===== src/source/lc4_pkg.sv =====
/*
   LC4 shared definitions
   Word and register sizes, reset vector, opcode and ALU operation
   encodings, and the operand bypass sources
*/
package lc4_pkg;

   // Machine word, both data and instruction
   localparam int WORD_W = 16;

   // Register file depth
   localparam int REG_N = 8;
   localparam int SEL_W = $clog2(REG_N);

   typedef logic [WORD_W-1:0] word_t;
   typedef logic [SEL_W-1:0]  reg_sel_t;

   // Condition bits, MSB is negative
   typedef logic [2:0] nzp_t;

   // First fetch after reset
   localparam word_t RESET_PC = 16'h8200;

   // Major opcode, instruction bits 15..12
   // Only the kept subset, everything else is a NOP
   typedef enum logic [3:0] {
      OP_BR    = 4'b0000,
      OP_ARITH = 4'b0001,
      OP_LOGIC = 4'b0101,
      OP_LDR   = 4'b0110,
      OP_STR   = 4'b0111,
      OP_CONST = 4'b1001
   } opcode_e;

   // Operation carried down the pipe to the execute stage
   typedef enum logic [3:0] {
      ALU_ADD   = 4'd0,
      ALU_SUB   = 4'd1,
      ALU_ADDI  = 4'd2,
      ALU_AND   = 4'd3,
      ALU_OR    = 4'd4,
      ALU_XOR   = 4'd5,
      ALU_ANDI  = 4'd6,
      // Sign-extended imm9
      ALU_CONST = 4'd7,
      // Base plus sext imm6, used by LDR and STR
      ALU_MEM   = 4'd8,
      // PC+1 plus sext imm9
      ALU_BR    = 4'd9,
      ALU_NOP   = 4'd15
   } alu_op_e;

   // Where an execute operand comes from
   typedef enum logic [1:0] {
      // Value captured in decode
      FWD_RF = 2'd0,
      // ALU result sitting in memory stage
      FWD_M  = 2'd1,
      // Writeback value
      FWD_W  = 2'd2
   } fwd_sel_e;

endpackage

===== src/source/lc4_processor.sv =====
/*
   LC4 five-stage pipelined processor
   Fetch, decode, execute, memory and writeback with bypassing,
   load-to-use stall, branch flush in execute and a writeback trace port
*/
`timescale 1ns/1ps

module lc4_processor import lc4_pkg::*; (
   input  logic     gwe,
   input  logic     i_rst_n,
   output word_t    o_cur_pc,
   input  word_t    i_cur_insn,
   output word_t    o_dmem_addr,
   input  word_t    i_cur_dmem_data,
   output logic     o_dmem_we,
   output word_t    o_dmem_towrite,
   output logic     o_wb_we,
   output reg_sel_t o_wb_sel,
   output word_t    o_wb_data,
   output word_t    o_wb_pc
);

   // Fetch
   word_t    pc;
   word_t    next_pc;
   logic     stall;
   logic     x_taken;
   // Decode
   logic     d_valid;
   word_t    d_insn, d_pc, d_rs_data, d_rt_data;
   reg_sel_t d_r1sel, d_r2sel, d_wsel;
   logic     d_r1re, d_r2re, d_regfile_we, d_nzp_we;
   logic     d_is_load, d_is_store, d_is_branch;
   alu_op_e  d_alu_op;
   // Execute
   logic     x_valid;
   word_t    x_insn, x_pc, x_rs_data, x_rt_data, x_rs, x_rt, x_alu;
   reg_sel_t x_r1sel, x_r2sel, x_wsel;
   logic     x_regfile_we, x_nzp_we, x_is_load, x_is_store, x_is_branch;
   alu_op_e  x_alu_op;
   fwd_sel_e fwd_x_rs, fwd_x_rt;
   nzp_t     br_nzp;
   // Memory
   logic     m_valid;
   word_t    m_pc, m_alu, m_rt_data, m_result;
   reg_sel_t m_wsel, m_r2sel;
   logic     m_regfile_we, m_nzp_we, m_is_load, m_is_store, fwd_m_rt;
   // Writeback
   logic     w_valid;
   word_t    w_pc, w_wdata;
   reg_sel_t w_wsel;
   logic     w_regfile_we, w_nzp_we, w_rf_write;
   nzp_t     nzp_reg;

   function automatic nzp_t nzp_of(input word_t v);
      return {v[WORD_W-1], v == '0, !v[WORD_W-1] && (v != '0)};
   endfunction

   function automatic word_t bypass(input fwd_sel_e sel, input word_t rf,
                                    input word_t m_val, input word_t w_val);
      case (sel)
         FWD_M:   return m_val;
         FWD_W:   return w_val;
         default: return rf;
      endcase
   endfunction

   // Redirect beats stall beats sequential
   assign next_pc  = x_taken ? x_alu : (stall ? pc : pc + word_t'(1));
   assign o_cur_pc = pc;

   lc4_decoder lc4_decoder_inst (
      .i_insn       (d_insn),
      .o_r1sel      (d_r1sel),
      .o_r2sel      (d_r2sel),
      .o_wsel       (d_wsel),
      .o_r1re       (d_r1re),
      .o_r2re       (d_r2re),
      .o_regfile_we (d_regfile_we),
      .o_nzp_we     (d_nzp_we),
      .o_is_load    (d_is_load),
      .o_is_store   (d_is_store),
      .o_is_branch  (d_is_branch),
      .o_alu_op     (d_alu_op)
   );

   // Written from W with write-through covering W-to-D
   lc4_regfile lc4_regfile_inst (
      .gwe       (gwe),
      .i_rst_n   (i_rst_n),
      .i_rs      (d_r1sel),
      .i_rt      (d_r2sel),
      .i_rd      (w_wsel),
      .i_wdata   (w_wdata),
      .i_rd_we   (w_rf_write),
      .o_rs_data (d_rs_data),
      .o_rt_data (d_rt_data)
   );

   // Control flags qualified by stage valid
   lc4_hazard_unit lc4_hazard_unit_inst (
      .i_d_r1sel      (d_r1sel),
      .i_d_r2sel      (d_r2sel),
      .i_x_r1sel      (x_r1sel),
      .i_x_r2sel      (x_r2sel),
      .i_x_wsel       (x_wsel),
      .i_m_wsel       (m_wsel),
      .i_m_r2sel      (m_r2sel),
      .i_w_wsel       (w_wsel),
      .i_d_r1re       (d_valid && d_r1re),
      .i_d_r2re       (d_valid && d_r2re),
      .i_d_is_store   (d_is_store),
      .i_x_regfile_we (x_valid && x_regfile_we),
      .i_x_is_load    (x_valid && x_is_load),
      .i_m_regfile_we (m_valid && m_regfile_we),
      .i_m_is_load    (m_valid && m_is_load),
      .i_m_is_store   (m_valid && m_is_store),
      .i_w_regfile_we (w_rf_write),
      .o_stall        (stall),
      .o_fwd_x_rs     (fwd_x_rs),
      .o_fwd_x_rt     (fwd_x_rt),
      .o_fwd_m_rt     (fwd_m_rt)
   );

   // Execute operands after bypass
   assign x_rs = bypass(fwd_x_rs, x_rs_data, m_alu, w_wdata);
   assign x_rt = bypass(fwd_x_rt, x_rt_data, m_alu, w_wdata);

   lc4_alu lc4_alu_inst (
      .i_alu_op (x_alu_op),
      .i_insn   (x_insn),
      .i_pc     (x_pc),
      .i_rs     (x_rs),
      .i_rt     (x_rt),
      .o_result (x_alu)
   );

   // NZP of the youngest older writer
   // A load in M supplies memory data directly
   always_comb begin
      if (m_valid && m_nzp_we) begin
         br_nzp = nzp_of(m_result);
      end else if (w_valid && w_nzp_we) begin
         br_nzp = nzp_of(w_wdata);
      end else begin
         br_nzp = nzp_reg;
      end
   end

   assign x_taken = x_valid && x_is_branch && ((x_insn[11:9] & br_nzp) != 3'b000);

   // Memory stage
   assign m_result       = m_is_load ? i_cur_dmem_data : m_alu;
   assign o_dmem_addr    = m_alu;
   assign o_dmem_we      = m_valid && m_is_store;
   assign o_dmem_towrite = fwd_m_rt ? w_wdata : m_rt_data;

   // Writeback and trace
   assign w_rf_write = w_valid && w_regfile_we;
   assign o_wb_we    = w_rf_write;
   assign o_wb_sel   = w_wsel;
   assign o_wb_data  = w_wdata;
   assign o_wb_pc    = w_pc;

   // PC, valid bits and NZP
   always_ff @(posedge gwe or negedge i_rst_n) begin
      if (!i_rst_n) begin
         pc      <= RESET_PC;
         d_valid <= 1'b0;
         x_valid <= 1'b0;
         m_valid <= 1'b0;
         w_valid <= 1'b0;
         nzp_reg <= '0;
      end else begin
         pc <= next_pc;
         // Flush kills F and stall holds D
         if (x_taken) begin
            d_valid <= 1'b0;
         end else if (!stall) begin
            d_valid <= 1'b1;
         end
         // Bubble into X on stall or flush
         x_valid <= d_valid && !stall && !x_taken;
         m_valid <= x_valid;
         w_valid <= m_valid;
         if (w_valid && w_nzp_we) begin
            nzp_reg <= nzp_of(w_wdata);
         end
      end
   end

   // Pipeline payload
   always_ff @(posedge gwe) begin
      if (!stall) begin
         d_insn <= i_cur_insn;
         d_pc   <= pc;
      end
      x_insn       <= d_insn;
      x_pc         <= d_pc;
      x_rs_data    <= d_rs_data;
      x_rt_data    <= d_rt_data;
      x_r1sel      <= d_r1sel;
      x_r2sel      <= d_r2sel;
      x_wsel       <= d_wsel;
      x_regfile_we <= d_regfile_we;
      x_nzp_we     <= d_nzp_we;
      x_is_load    <= d_is_load;
      x_is_store   <= d_is_store;
      x_is_branch  <= d_is_branch;
      x_alu_op     <= d_alu_op;
      m_pc         <= x_pc;
      m_alu        <= x_alu;
      m_rt_data    <= x_rt;
      m_wsel       <= x_wsel;
      m_r2sel      <= x_r2sel;
      m_regfile_we <= x_regfile_we;
      m_nzp_we     <= x_nzp_we;
      m_is_load    <= x_is_load;
      m_is_store   <= x_is_store;
      w_pc         <= m_pc;
      w_wdata      <= m_result;
      w_wsel       <= m_wsel;
      w_regfile_we <= m_regfile_we;
      w_nzp_we     <= m_nzp_we;
   end

   // Store write only from a valid M that came out of a valid X
   a_store_valid: assert property (@(posedge gwe) disable iff (!i_rst_n)
      o_dmem_we |-> m_valid && $past(x_valid))
      else $error("data memory write from an invalid stage");

   // Neither younger instruction of a taken branch reaches M
   a_flush: assert property (@(posedge gwe) disable iff (!i_rst_n)
      ($past(x_taken, 2) || $past(x_taken, 3)) |-> !m_valid)
      else $error("younger instructions survived a taken branch");

endmodule


===== src/source/lc4_hazard_unit.sv =====
/*
   LC4 hazard unit
   Load-to-use stall detection and bypass source selection for the
   execute operands and the store data in memory stage
*/
`timescale 1ns/1ps

module lc4_hazard_unit import lc4_pkg::*; (
   input  reg_sel_t i_d_r1sel,
   input  reg_sel_t i_d_r2sel,
   input  reg_sel_t i_x_r1sel,
   input  reg_sel_t i_x_r2sel,
   input  reg_sel_t i_x_wsel,
   input  reg_sel_t i_m_wsel,
   input  reg_sel_t i_m_r2sel,
   input  reg_sel_t i_w_wsel,
   input  logic     i_d_r1re,
   input  logic     i_d_r2re,
   input  logic     i_d_is_store,
   input  logic     i_x_regfile_we,
   input  logic     i_x_is_load,
   input  logic     i_m_regfile_we,
   input  logic     i_m_is_load,
   input  logic     i_m_is_store,
   input  logic     i_w_regfile_we,
   output logic     o_stall,
   output fwd_sel_e o_fwd_x_rs,
   output fwd_sel_e o_fwd_x_rt,
   output logic     o_fwd_m_rt
);

   logic m_fwd_ok;

   // Load in X feeding a register read in D
   // Store data skips this, W-to-M bypass catches it later
   assign o_stall = i_x_is_load && i_x_regfile_we &&
                    ((i_d_r1re && (i_d_r1sel == i_x_wsel)) ||
                     (i_d_r2re && !i_d_is_store && (i_d_r2sel == i_x_wsel)));

   // Load data is not ready in M for an execute bypass
   assign m_fwd_ok = i_m_regfile_we && !i_m_is_load;

   // Youngest writer first: M, then W, then captured value
   assign o_fwd_x_rs = (m_fwd_ok && (i_m_wsel == i_x_r1sel))       ? FWD_M :
                       (i_w_regfile_we && (i_w_wsel == i_x_r1sel)) ? FWD_W : FWD_RF;
   assign o_fwd_x_rt = (m_fwd_ok && (i_m_wsel == i_x_r2sel))       ? FWD_M :
                       (i_w_regfile_we && (i_w_wsel == i_x_r2sel)) ? FWD_W : FWD_RF;

   // Store data from the instruction just ahead, typically a load
   assign o_fwd_m_rt = i_m_is_store && i_w_regfile_we && (i_w_wsel == i_m_r2sel);

   // No M bypass while M holds a load
   a_no_load_fwd: assert final (!(i_m_is_load &&
                                  ((o_fwd_x_rs == FWD_M) || (o_fwd_x_rt == FWD_M))))
      else $error("M-stage bypass selected for a load");

   // Stall only behind a load in X
   a_stall_load: assert final (!o_stall || i_x_is_load)
      else $error("stall without a load in execute");

endmodule


===== src/source/lc4_alu.sv =====
/*
   LC4 execute ALU
   Arithmetic and logic results, CONST values, load/store addresses
   and branch targets from one operation code
*/
`timescale 1ns/1ps

module lc4_alu import lc4_pkg::*; (
   input  alu_op_e i_alu_op,
   input  word_t   i_insn,
   input  word_t   i_pc,
   input  word_t   i_rs,
   input  word_t   i_rt,
   output word_t   o_result
);

   word_t imm5;
   word_t imm6;
   word_t imm9;

   // Sign-extended immediates
   assign imm5 = {{(WORD_W-5){i_insn[4]}}, i_insn[4:0]};
   assign imm6 = {{(WORD_W-6){i_insn[5]}}, i_insn[5:0]};
   assign imm9 = {{(WORD_W-9){i_insn[8]}}, i_insn[8:0]};

   always_comb begin
      case (i_alu_op)
         // Register forms
         ALU_ADD:   o_result = i_rs + i_rt;
         ALU_SUB:   o_result = i_rs - i_rt;
         ALU_AND:   o_result = i_rs & i_rt;
         ALU_OR:    o_result = i_rs | i_rt;
         ALU_XOR:   o_result = i_rs ^ i_rt;
         // Immediate forms use imm5
         ALU_ADDI:  o_result = i_rs + imm5;
         ALU_ANDI:  o_result = i_rs & imm5;
         ALU_CONST: o_result = imm9;
         // Effective address for LDR and STR
         ALU_MEM:   o_result = i_rs + imm6;
         // Target relative to the next instruction
         ALU_BR:    o_result = i_pc + word_t'(1) + imm9;
         default:   o_result = '0;
      endcase
   end

endmodule


===== src/source/lc4_regfile.sv =====
/*
   LC4 register file
   Eight words, two combinational read ports and one write port;
   a same-cycle write is seen on the read ports
*/
`timescale 1ns/1ps

module lc4_regfile import lc4_pkg::*; (
   input  logic     gwe,
   input  logic     i_rst_n,
   input  reg_sel_t i_rs,
   input  reg_sel_t i_rt,
   input  reg_sel_t i_rd,
   input  word_t    i_wdata,
   input  logic     i_rd_we,
   output word_t    o_rs_data,
   output word_t    o_rt_data
);

   word_t regs [REG_N];

   always_ff @(posedge gwe or negedge i_rst_n) begin
      if (!i_rst_n) begin
         for (int i = 0; i < REG_N; i++) begin
            regs[i] <= '0;
         end
      end else if (i_rd_we) begin
         regs[i_rd] <= i_wdata;
      end
   end

   // Write-through
   // Writeback result reaches decode in the same cycle
   assign o_rs_data = (i_rd_we && (i_rd == i_rs)) ? i_wdata : regs[i_rs];
   assign o_rt_data = (i_rd_we && (i_rd == i_rt)) ? i_wdata : regs[i_rt];

endmodule


===== src/source/lc4_decoder.sv =====
/*
   LC4 instruction decoder
   Splits an instruction into register selects, read and write enables,
   memory and branch flags and the ALU operation
*/
`timescale 1ns/1ps

module lc4_decoder import lc4_pkg::*; (
   input  word_t    i_insn,
   output reg_sel_t o_r1sel,
   output reg_sel_t o_r2sel,
   output reg_sel_t o_wsel,
   output logic     o_r1re,
   output logic     o_r2re,
   output logic     o_regfile_we,
   output logic     o_nzp_we,
   output logic     o_is_load,
   output logic     o_is_store,
   output logic     o_is_branch,
   output alu_op_e  o_alu_op
);

   always_comb begin
      // Field positions common to all formats
      o_r1sel      = i_insn[8:6];
      o_wsel       = i_insn[11:9];
      // STR keeps its data register where rd normally is
      o_r2sel      = (i_insn[15:12] == OP_STR) ? i_insn[11:9] : i_insn[2:0];
      // Default is a NOP with no flag set
      o_is_load    = 1'b0;
      o_is_store   = 1'b0;
      o_is_branch  = 1'b0;
      o_alu_op     = ALU_NOP;
      case (opcode_e'(i_insn[15:12]))
         OP_BR: begin
            // Empty mask is the NOP encoding
            if (i_insn[11:9] != 3'b000) begin
               o_is_branch = 1'b1;
               o_alu_op    = ALU_BR;
            end
         end
         OP_ARITH: begin
            casez (i_insn[5:3])
               3'b000: o_alu_op = ALU_ADD;
               3'b010: o_alu_op = ALU_SUB;
               3'b1??: o_alu_op = ALU_ADDI;
               // MUL and DIV dropped
               default: o_alu_op = ALU_NOP;
            endcase
         end
         OP_LOGIC: begin
            casez (i_insn[5:3])
               3'b000: o_alu_op = ALU_AND;
               3'b010: o_alu_op = ALU_OR;
               3'b011: o_alu_op = ALU_XOR;
               3'b1??: o_alu_op = ALU_ANDI;
               // NOT dropped
               default: o_alu_op = ALU_NOP;
            endcase
         end
         OP_LDR: begin
            o_alu_op  = ALU_MEM;
            o_is_load = 1'b1;
         end
         OP_STR: begin
            o_alu_op   = ALU_MEM;
            o_is_store = 1'b1;
         end
         OP_CONST: o_alu_op = ALU_CONST;
         default: o_alu_op = ALU_NOP;
      endcase
      // Enables follow from the chosen operation
      o_r1re       = !(o_alu_op inside {ALU_NOP, ALU_CONST, ALU_BR});
      // Immediate forms read rs only
      o_r2re       = (o_alu_op inside {ALU_ADD, ALU_SUB, ALU_AND, ALU_OR, ALU_XOR}) || o_is_store;
      o_regfile_we = !(o_alu_op inside {ALU_NOP, ALU_BR}) && !o_is_store;
   end

   // Every register writer also sets NZP
   assign o_nzp_we = o_regfile_we;

endmodule


===== config.mk =====
export PLATFORM = sky130hd
export DESIGN_NAME = lc4_processor
export DESIGN_NICKNAME = d
export VERILOG_FILES = /design/src/source/lc4_pkg.sv /design/src/source/lc4_processor.sv /design/src/source/lc4_hazard_unit.sv /design/src/source/lc4_alu.sv /design/src/source/lc4_regfile.sv /design/src/source/lc4_decoder.sv
export SDC_FILE = /design/constraint.sdc
export NUM_CORES = 1
export LEC_CHECK = 0
export BUFFER_PORTS_ARGS = -buffer_cell sky130_fd_sc_hd__buf_4
export CAP_MARGIN = 20
export CORE_ASPECT_RATIO = 2
export CORE_UTILIZATION = 66
export CTS_CLUSTER_DIAMETER = 120
export CTS_CLUSTER_SIZE = 30
export DETAILED_ROUTE_END_ITERATION = 16
export PLACE_DENSITY = 0.85
export SYNTH_ARGS = -nofsm -noshare
export SYNTH_HDL_FRONTEND = slang
export SYNTH_HIERARCHICAL = 1
export SYNTH_SLANG_ARGS = --single-unit

===== constraint.sdc =====
create_clock -name gwe -period 9.6 [get_ports gwe]
set_input_delay 0.96 -clock gwe [delete_from_list [all_inputs] [get_ports gwe]]
set_output_delay 0.96 -clock gwe [all_outputs]
set_load 0.005 [all_outputs]

# Word level (Yosys, flattened, before mapping)
# Index checks and enable logic that the tools add are counted.
[word_totals]
regBits = 353
inputBits = 34
wordCells = 184
output_inout_bits = 85
[classes]
n_addsub = 7
reduce_logical = 54
magnitude_cmp = 4
bitwise_logic = 8
mux = 34
eq_ne = 37
[ops]
columns = ["operator", "n"]
rows = [
  ["$mux 16", 11],
  ["$pmux 16 s10", 1],
  ["$bwmux 128", 1],
  ["$bmux 16 s3", 2],
  ["$add 16x16->16", 4],
  ["$pmux 16 s2", 2],
  ["$demux 16 s3", 1],
  ["$eq 4x3->1 const B", 10],
  ["$add 16x1->16 const B", 2],
  ["$and 16x16->16", 2],
  ["$logic_not 16->1", 2],
  ["$reduce_bool 16->1", 2],
  ["$logic_and 1x1->1", 30],
  ["$eq 3x3->1", 9],
  ["$eq 4x4->1 const B", 5],
  ["$pmux 4 s5", 1],
  ["$or 16x16->16", 1],
  ["$pmux 4 s4", 1],
  ["$sub 16x16->16", 1],
  ["$xor 16x16->16", 1],
  ["$eq 4x1->1 const B", 3],
  ["$eq 4x2->1 const B", 3],
  ["$ge 4x4->1 const B", 3],
  ["$logic_not 4->1", 3],
  ["other kinds (18)", 43],
]

# Logic depth before layout (Yosys ltp)
# Gate-level depths: netlist of run 1.
[depth]
word_depth = 14
ltp_mapped = 30
depth_no_buf = 26

# Hierarchy
# The synthesis of run 1 kept the hierarchy.
[modules_own_cells]
columns = ["mod", "cells_each", "n_inst", "area_per_inst_um2", "seq_area_each_um2"]
rows = [
  ["lc4_regfile", 452, 1, 7508.5, 3203.1],
  ["lc4_processor", 492, 1, 6954.2, 5082.4],
  ["lc4_alu", 468, 1, 3021.6, 0.0],
  ["lc4_decoder", 53, 1, 380.4, 0.0],
  ["lc4_hazard_unit", 35, 1, 272.8, 0.0],
]

# Worst setup path before layout of run 1
# No wires, ideal clock.
[synth_timing]
kind = "flip-flop to flip-flop"
startpoint = "register m_is_load"
endpoint = "register pc[15], in the netlist o_cur_pc[15]"
path_buffers = 4
stages_incl_launch_ff = 28
setup_time_ns = 0.082
arrival_time_ns = 5.549
synth_period_minus_slack_ns = 5.631
path_slack_ns = 3.969
t_required_ns = 9.518
cell_sequence = "dfxtp_1 > buf_6 > clkbuf_1 > and2_1 > nand2b_1 > nor4_2 > nor2_1 > inv_1 > ha_1 > clkbuf_1 > clkbuf_1 > a22oi_1 > o21ai_0 > inv_1 > ha_1 > and2_1 > a221o_1 > ha_1 > a211oi_1 > o21a_1 > o41a_1 > a211o_1 > o21ai_1 > nand3_1 > nand2_1 > xnor2_1 > o211ai_1 > mux2_2"
[synth_via]
elab_chain_cells = 10
word_cells_on_any_way = 33
classes_between = "add/sub: 4; eq/ne: 5; mux: 8; bitwise: 5; reduce/logical: 11"
[synth_lines]
columns = ["item", "line_no", "source"]
rows = [
  ["start: declaration", "lc4_processor.sv:47", "logic m_regfile_we, m_nzp_we, m_is_load, m_is_store, fwd_m_rt;"],
  ["start signal: assignment", "lc4_processor.sv:218", "m_is_load <= x_is_load;"],
  ["$logic_and 1x1->1 *", "lc4_processor.sv:116", ".i_m_is_load (m_valid && m_is_load),"],
  ["$logic_not 1->1 *", "lc4_hazard_unit.sv:41", "assign m_fwd_ok = i_m_regfile_we && !i_m_is_load;"],
  ["$logic_and 1x1->1 *", "lc4_hazard_unit.sv:41", ""],
  ["$logic_and 1x1->1 *", "lc4_hazard_unit.sv:46", "assign o_fwd_x_rt = (m_fwd_ok && (i_m_wsel == i_x_r2sel)) ? FWD_M :"],
  ["$mux 2 *", "lc4_hazard_unit.sv:46", ""],
  ["named net fwd_x_rt[0]", "lc4_processor.sv:41", "fwd_sel_e fwd_x_rs, fwd_x_rt;"],
  ["$eq 2x2->1 / $eq 2x1->1 (equally long branches)", "lc4_processor.sv:61", "case (sel)"],
  ["$pmux 16 s2 *", "lc4_processor.sv:61", ""],
  ["named net x_rt[1]", "lc4_processor.sv:37", "word_t x_insn, x_pc, x_rs_data, x_rt_data, x_rs, x_rt, x_alu;"],
  ["$sub 16x16->16 / $add 16x16->16 (equally long branches)", "lc4_alu.sv:30, lc4_alu.sv:29", ""],
  ["$pmux 16 s10 *", "lc4_alu.sv:27", "case (i_alu_op)"],
  ["named net x_alu[15]", "lc4_processor.sv:37", ""],
  ["$mux 16 *", "lc4_processor.sv:69", "assign next_pc = x_taken ? x_alu : (stall ? pc : pc + word_t'(1));"],
  ["end signal: assignment", "lc4_processor.sv:175", "pc <= next_pc;"],
  ["end: declaration", "lc4_processor.sv:24", "word_t pc;"],
]
# The timed path passes the listed nets; every way through them passes the cells marked *.
# A chain may end at the register's enable or synchronous reset.

# Worst setup path in the final report of run 1
[layout_timing]
startpoint = "register m_is_load"
endpoint = "register pc[14], in the netlist o_cur_pc[14]"
# Same word-level chain as after synthesis.

==> results of run 1 <==
-- layout make-up --
cell class	count	area share (%)
Tap cell	348	2.23
Timing Repair Buffer	141	5.61
Multi-Input combinational cell	981	46.8
Sequential cell	356	42.0
Clock buffer	25	2.22
Inverter	64	1.23
-- final timing paths --
check | from | endpoint | slack (ns) | cells after the start
max in group asynchronous | i_rst_n | lc4_regfile_inst/regs[54] | 7.70 | 2
worst min register to register | m_pc[3] | o_wb_pc[3] | 0.34 | 0
worst max register to register | m_is_load | o_cur_pc[14] | 3.18 | 25
worst max-delay path | m_is_load | o_cur_pc[14] | 3.18 | 25
worst min-delay path | m_pc[3] | o_wb_pc[3] | 0.34 | 0
min in group asynchronous | i_rst_n | o_cur_pc[13] | 0.47 | 1
-- layer usage --
metal | up-vias | GRT usage [%]
li1 | 5664 | -
met1 | 6150 | 36.2
met2 | 577 | 60.0
met3 | 203 | 4.45
met4 | 0 | 21.4
met5 | - | 0
-- worst reg2reg max path: cells and delay by family, from the launching register on --
| family | cells | cell delay [ns] |
|---|---|---|
| AO/OA/AOI/OAI | 8 | 1.62 |
| multiplexers | 1 | 0.31 |
| adder cells (fa/ha/maj) | 3 | 1.42 |
| flip-flops | 1 | 0.32 |
| AND/OR/NAND/NOR | 10 | 2.12 |
| buffers and inverters | 2 | 0.38 |
| XOR/XNOR | 1 | 0.16 |
-- cells in the final DEF (no fill, tap or decap), types with 56 or more instances in the layout --
master	n
mux2_2	236
dfxtp_1	173
dfrtp_1	149
buf_4	137
o21ai_0	90
nand2_1	68
inv_1	64
nor2_1	61
mux4_1	60
a21oi_1	59
ha_1	56
-- per-stage QoR --
stage	cells	area, um^2
finish	1915	19600
global route	1915	19600
CTS	1914	19500
detailed placement	1889	19100
global placement	1886	19100
floorplan	1496	18100
-- report_power, final --
group | switching (mW) | internal, mW
Sequential | 0.162 | 1.71
Combinational | 0.425 | 0.432
Clock | 0.452 | 0.316
==> impl_metrics.yaml, run 1 <==
run_status:
  outcome: "finished, final reports clean"
clock_network:
  clkTransAtPathRegs_ns: 0.12
  htree_levels: 1
  cts_hold_buf: 0
  postCtsSetupRepairBufs: 0
  clock_path_buffers: 3
  cts_sinks: 356
  insertion_delay_ns: 0.53
  post_cts_resize_count: 0
  root_buffer: "clkbuf_16"
  numCtsBuffers: 15
  cts_tree: "yes"
route:
  drtAntennaViolNets: 0
  top_layer: "met4"
  dr_total_vias: 12600
  wl_met1_um: 16200
  totalWireLength_um: 46000
  wl_met2_um: 24000
  drt_first_pass_iters: 5
  wl_per_cell_um: 24.0
  routed-wl-met3_um: 2640
  vias_per_cell: 6.58
  drtIter0Drc: 906
  drc: 0
sta:
  worst_slack_ns: 3.18
  tns_ns: 0
  slew_headroom_pct: 22.1
  finClkSkew_ns: 0.0183
  report.final.setup_viol: 0
  fin_crit_sh_pct: 66.9
  finalHoldViolCount: 0
  rsz0062_at_grt: "no"
  drv_slew: 0
  period_needed_ns: 6.42
  hold_slack_ns: 0.337
  timing.fmax_mhz: 156
  tightest_slew_ns: 1.17
global_routing:
  grt_pass1_vias: 12900
  track_usage_pct: 33.3
  overflow: 0
  grt_first_pass_wirelength_um: 71200
  grt_max_degree: 80
  antenna_found_initial: 0
place:
  post-dp-hpwl_um: 33300
  port_buffers: 118
  gp_congestion: 0.975
  post-place-ws_ns: 3.24
logic_synthesis:
  syn_inst: 1496
  ys_warn_count: 6
  synth_area_um2: 18100
  syn_avg_cell_area_um2: 12.1
  syn_nets: 1588
die:
  die_h_um: 236
  io_pins: 119
  fp.coreArea_um2: 26900
  start_util_pct: 67.1
  die_area_um2: 28100
  rows: 85
  dieWidth_um: 119
worst_setup_path:
  endpoint_kind: "flip-flop"
  cp_data_arrival_time_ns: 6.85
  critPathSlowestCell: "ha_1"
  crit_type: "flip-flop to flip-flop"
  slowest_delay_ns: 0.85
  critPathMaxFanout: 32
  start_kind: "flip-flop"
  required_ns: 10.03
  crit_buf_inv: 2
  cp_top_family: "simple AND/OR/NAND/NOR gates"
cells_and_area:
  fin_util_pct: 72.7
  diodes: 0
  largest_reg_flops: 128
  fillers: 1816
  seq_area_um2: 8210
  multiInputGateArea_um2: 9150
  area_growth_pct: 8.31
  nNetsFinal: 1651
  largest_register: "lc4_regfile_inst/regs"
  layout-drive-gt1-share_pct: 28.9
power:
  vdd_drop_max_mv: 0.246
  p_per_area_nw_per_um2: 179
  total_power_mw: 3.50
  p_leak_nw: 8.74
hold_path:
  hp-class: "flip-flop to flip-flop"
flow_run:
  max_cap_violations: 0
Note: power is estimated with default switching activity, not from simulation.
==> run 2: changes to the inputs <==
--- a/config.mk
+++ b/config.mk
@@ -8,11 +8,11 @@
 export BUFFER_PORTS_ARGS = -buffer_cell sky130_fd_sc_hd__buf_4
 export CAP_MARGIN = 20
 export CORE_ASPECT_RATIO = 2
-export CORE_UTILIZATION = 66
+export CORE_UTILIZATION = 55
 export CTS_CLUSTER_DIAMETER = 120
 export CTS_CLUSTER_SIZE = 30
 export DETAILED_ROUTE_END_ITERATION = 16
-export PLACE_DENSITY = 0.85
+export PLACE_DENSITY = 0.75
 export SYNTH_ARGS = -nofsm -noshare
 export SYNTH_HDL_FRONTEND = slang
 export SYNTH_HIERARCHICAL = 1
==> constraint.sdc (replaced) <==
create_clock -name gwe -period 5.3 [get_ports gwe]
set_input_delay 0.53 -clock gwe [delete_from_list [all_inputs] [get_ports gwe]]
set_output_delay 0.53 -clock gwe [all_outputs]
set_load 0.005 [all_outputs]
==> run 2 against run 1 <==
  * Via count increased by 0.28%
  * Sequential cell count stayed put
  * Clock-buffer cell count stayed put
  * Sequential power is 79% higher
  * Non-clock buffer count is 50 higher
  * Utilization fell by 10 points
  * First-iteration DRC count is 1.3% higher
  * Register-to-register slack got worse by 2.9 ns
  * Hold slack got worse by 0.26 ns
  * Setup slack worse by 2.9 ns
  * Die area up 20%
  * Critical endpoint unchanged
  * Largest cell class unchanged
  * Largest power group unchanged
==> impl_metrics.yaml, run 2 (synthesis gave the netlist of run 1 again) <==
global_routing:
  grt_max_degree: 97
  grt_pass1_vias: 13000
  overflow: 0
  track_usage_pct: 29.1
  antenna_found_initial: 0
  grt_first_pass_wirelength_um: 73600
worst_setup_path:
  critPathMaxFanout: 4
  crit_start: "m_valid"
  slowest_delay_ns: 0.42
  endpoint_kind: "flip-flop"
  cp_top_family: "simple AND/OR/NAND/NOR gates"
  start_kind: "flip-flop"
  critPathSlowestCell: "dfrtp_1"
  crit_buf_inv: 3
  cp_data_arrival_time_ns: 5.47
  reg2reg_from: "m_valid"
  crit_type: "flip-flop to flip-flop"
  required_ns: 5.73
place:
  post-place-ws_ns: 0.162
  gp_congestion: 0.927
  post-dp-hpwl_um: 34700
  port_buffers: 118
sta:
  period_needed_ns: 5.04
  hold_slack_ns: 0.0818
  worst_slack_ns: 0.261
  fin_crit_sh_pct: 95.1
  finClkSkew_ns: 0.0130
  tightest_slew_ns: 1.14
  drv_slew: 0
  timing.fmax_mhz: 198
  report.final.setup_viol: 0
  finalHoldViolCount: 0
  tns_ns: 0
  slew_headroom_pct: 23.6
cells_and_area:
  diodes: 0
  largest_reg_flops: 128
  final_common_cell: "mux2_2"
  nNetsFinal: 1701
  largest_register: "lc4_regfile_inst/regs"
  fillers: 2489
  area_growth_pct: 11.1
  fin_util_pct: 62.3
  mostFrequentLayoutCells: "236 x mux2_2, 189 x buf_4, 173 x dfxtp_1, 149 x dfrtp_1, 85 x o21ai_0"
  layout-drive-gt1-share_pct: 31.8
die:
  die_h_um: 258
  start_util_pct: 56.0
  rows: 93
  die_area_um2: 33600
  dieWidth_um: 130
  io_pins: 119
  fp.coreArea_um2: 32200
clock_network:
  htree_levels: 1
  clock_path_buffers: 3
  clkTransAtPathRegs_ns: 0.12
  insertion_delay_ns: 0.53
  cts_sinks: 356
  root_buffer: "clkbuf_16"
  cts_tree: "yes"
  numCtsBuffers: 15
  cts_hold_buf: 0
route:
  vias_per_cell: 6.18
  totalWireLength_um: 47600
  drc: 0
  drt_first_pass_iters: 5
  drtAntennaViolNets: 0
  dr_total_vias: 12600
  wl_per_cell_um: 23.3
  drtIter0Drc: 918
power:
  p_per_area_nw_per_um2: 322
  p_leak_nw: 8.98
  vdd_drop_max_mv: 0.311
  total_power_mw: 6.47
hold_path:
  hp-class: "primary input to async pin"
run_status:
  outcome: "finished, final reports clean"
flow_run:
  max_cap_violations: 0
[run 2: cell types whose count changed in the layout (fill, tap and decap cells not counted), moves of 2 or more]
cell     change
o21ai_1      +4
ha_2         +2
o21ai_0      -5
ha_1         -3
buf_4       +52
a21oi_2      +4
a21oi_1      -4
[run 2: layer usage]
metal  vias up  global-route usage [%]  share of wire, %
met5         -                       0                 0
met4         0                    15.5               5.8
li1       5756                       -                 -
met1      6336                    31.8                36
met2       387                    53.9                54
met3       150                    3.34               4.0
[run 2: path summary, 6_finish.rpt]
check,to,cells after the start,slack [ns]
max,o_cur_pc[14],26,0.26
min reg2reg,o_wb_pc[8],0,0.34
min in group gwe,d_insn[10],1,0.17
min,lc4_regfile_inst/regs[15],1,0.08
max reg2reg,o_cur_pc[14],26,0.26
max in group asynchronous,lc4_regfile_inst/regs[87],2,3.87
[run 2: per-stage QoR]
step | std cells | instance area [um^2]
floorplan | 1496 | 18100
global placement | 2017 | 19500
detailed placement | 2019 | 19600
CTS | 2044 | 20000
global route | 2044 | 20100
finish | 2044 | 20100
[run 2: timing repair]
item / CTS / global route
setup buffers: 0 / 0
gates resized for setup: 0 / 16
hold endpoints to repair: 0 / 0
endpoints found under the setup margin: 0 / 4
[run 2: worst reg2reg max path, stage by stage (launching register included)]
cell      delay [ns]
dfrtp_1         0.42
and2_1          0.15
nand2b_1        0.17
nor4_2          0.16
buf_4           0.19
inv_1           0.07
ha_4            0.17
a22oi_1         0.18
o21ai_1         0.11
buf_4           0.16
nor3_4          0.23
nand4_2         0.14
or3_4           0.37
or3_4           0.36
a31oi_2         0.18
nor2_1          0.07
a21oi_2         0.13
ha_1            0.25
nand2_1         0.06
nor2_1          0.04
a211oi_1        0.18
o21ai_0         0.15
a21o_1          0.22
a21oi_2         0.17
xor2_1          0.16
o221ai_1        0.14
mux2_4          0.31
[run 2: area by class of cell]
class	count	area [um^2]	area share [%]
clock buffer	25	434	2.16
inverter	64	240	1.20
multi-input combinational	981	9210	45.9
sequential	356	8210	40.9
tap	427	534	2.66
timing repair buffer	191	1450	7.20
[run 2: power breakdown]
| group | total (mW) | internal (mW) | switching [mW] | leakage (nW) |
|---|---|---|---|---|
| logic | 1.68 | 0.862 | 0.823 | 4.96 |
| registers | 3.37 | 3.10 | 0.269 | 3.81 |
| clock network | 1.41 | 0.574 | 0.839 | 0.208 |
==> run 3: changes to the inputs <==
--- a/config.mk
+++ b/config.mk
@@ -8,11 +8,11 @@
 export BUFFER_PORTS_ARGS = -buffer_cell sky130_fd_sc_hd__buf_4
 export CAP_MARGIN = 20
 export CORE_ASPECT_RATIO = 2
-export CORE_UTILIZATION = 55
+export CORE_UTILIZATION = 61
 export CTS_CLUSTER_DIAMETER = 120
 export CTS_CLUSTER_SIZE = 30
 export DETAILED_ROUTE_END_ITERATION = 16
-export PLACE_DENSITY = 0.75
+export PLACE_DENSITY = 0.79
 export SYNTH_ARGS = -nofsm -noshare
 export SYNTH_HDL_FRONTEND = slang
 export SYNTH_HIERARCHICAL = 1
==> constraint.sdc (replaced) <==
create_clock -name gwe -period 5.1 [get_ports gwe]
set_input_delay 0.51 -clock gwe [delete_from_list [all_inputs] [get_ports gwe]]
set_output_delay 0.51 -clock gwe [all_outputs]
set_load 0.005 [all_outputs]
==> run 3 against run 2 <==
  * Clock skew grew 0.010 ns
  * Maximum frequency increased by 1.6%
  * Clock power grew 4%
  * Non-clock buffer count rose by 20
  * Critical path type unchanged
==> impl_metrics.yaml, run 3 (synthesis gave the netlist of run 1 again) <==
route:
  wl_per_cell_um: 23.8
  drc: 0
  dr_total_vias: 12800
  drtAntennaViolNets: 0
  drtIter0Drc: 743
  vias_per_cell: 6.43
  totalWireLength_um: 47600
  drt_first_pass_iters: 7
global_routing:
  track_usage_pct: 32.2
  grt_pass1_vias: 13300
  grt_first_pass_wirelength_um: 72600
  overflow: 0
  antenna_found_initial: 0
  grt_max_degree: 106
cells_and_area:
  largest_register: "lc4_regfile_inst/regs"
  mostFrequentLayoutCells: "235 x mux2_2, 202 x buf_4, 172 x dfxtp_1, 149 x dfrtp_1, 81 x o21ai_0"
  final_design_area_no_fill_um2: 20300
  fillers: 2049
  final_common_cell: "mux2_2"
  multiInputGateArea_um2: 9330
  area_growth_pct: 12.6
  fin_util_pct: 70.2
  final_cells: 1998
  nNetsFinal: 1721
  layout-drive-gt1-share_pct: 34.1
  largest_reg_flops: 128
  diodes: 0
  seq_area_um2: 8210
place:
  post-dp-hpwl_um: 34400
  dp.cells: 1961
  port_buffers: 118
  post-place-ws_ns: -0.0574
  placed_area_um2: 19600
  gp_congestion: 0.934
worst_setup_path:
  ff2ff_setup_slack_ns: 0.14
  reg2reg_from: "m_valid"
  critPathSlowestCell: "o41a_1"
  worstReg2RegEnd: "o_cur_pc[15]"
  crit_type: "flip-flop to flip-flop"
  start_kind: "flip-flop"
  endpoint_kind: "flip-flop"
  critPathMaxFanout: 7
  cp_data_arrival_time_ns: 5.43
  required_ns: 5.57
  slowest_delay_ns: 0.43
  reg2regPathDepth: 25
sta:
  drv_slew: 0
  slew_headroom_pct: 34.0
  rsz0062_at_grt: "yes"
  fin_crit_sh_pct: 97.2
  finalHoldViolCount: 0
  period_needed_ns: 4.96
  worst_slack_ns: 0.140
  tightest_slew_ns: 0.990
  report.final.setup_viol: 0
  hold_slack_ns: 0.0201
  finClkSkew_ns: 0.0233
  timing.fmax_mhz: 202
die:
  die_area_um2: 30300
  dieWidth_um: 124
  start_util_pct: 62.4
  io_pins: 119
  fp.coreArea_um2: 29000
  die_h_um: 245
  rows: 88
hold_path:
  hp-class: "primary input to async pin"
clock_network:
  clock_path_buffers: 3
  cts_hold_buf: 0
  htree_levels: 1
  root_buffer: "clkbuf_16"
  cts_sinks: 356
  clkTransAtPathRegs_ns: 0.11
  cts_tree: "yes"
  insertion_delay_ns: 0.55
  numCtsBuffers: 15
power:
  p_per_area_nw_per_um2: 335
  vdd_drop_max_mv: 0.278
  p_leak_nw: 9.11
flow_run:
  max_cap_violations: 0
run_status:
  outcome: "finished, final reports clean"
==> run 3: how the worst max path moves through the flow <==
stage,start,endpoint,slack [ns],depth (start not counted)
after floorplan,m_is_load,o_cur_pc[14],0.04,28
after global placement,m_valid,o_cur_pc[14],0.07,25
after detailed placement,m_valid,o_cur_pc[14],-0.06,25
after CTS,m_valid,o_cur_pc[14],0.04,26
after global routing,m_valid,o_cur_pc[15],-0.08,25
final,m_valid,o_cur_pc[15],0.14,25
==> run 3: power breakdown <==
part / internal (mW) / switching, mW
clock: 0.600 / 0.867
combinational: 0.944 / 0.887
sequential: 3.23 / 0.290
==> run 3: area by class of cell <==
type	count	share of cell area (%)
Clock buffer	25	2.14
Clock inverter	1	0.0431
Inverter	64	1.18
Multi-Input combinational cell	981	45.9
Sequential cell	356	40.4
Tap cell	360	2.22
Timing Repair Buffer	211	8.16
==> run 3: layer usage <==
metal | GRT usage (%) | vias to the layer above | share of wire, %
met2 | 56.8 | 454 | 52
li1 | - | 5791 | -
met4 | 22.2 | 0 | 7.3
met1 | 35.2 | 6413 | 36
met3 | 3.59 | 190 | 4.3
met5 | 0 | - | 0
==> run 3: worst max-delay path: cells and delay by family (launching register included) <==
family                     cells  cell delay (ns)
muxes                          1             0.30
DFF                            1             0.42
and+or+nand+nor                9             1.41
adders and majority gates      3             0.77
AOI/OAI and AO/OA              7             1.36
buffers and inverters          4             0.51
xor gates and xnor gates       1             0.11
==> run 3: timing repair <==
item / in CTS / in global routing
gates cloned: 0 / 0
setup endpoints to repair: 3 / 11
resized for setup: 3 / 42
endpoints found under the hold margin: 0 / 0
pin swaps: 0 / 28
buffers inserted: 0 / 10
==> run 3: stage by stage <==
| step | TNS (ns) | total power, mW |
|---|---|---|
| floorplan | 0 | 4.59 |
| global placement | 0 | 5.23 |
| detailed placement | -0.0574 | 5.30 |
| CTS | 0 | 6.76 |
| global route | -0.157 | 7.14 |
| finish | 0 | 6.81 |
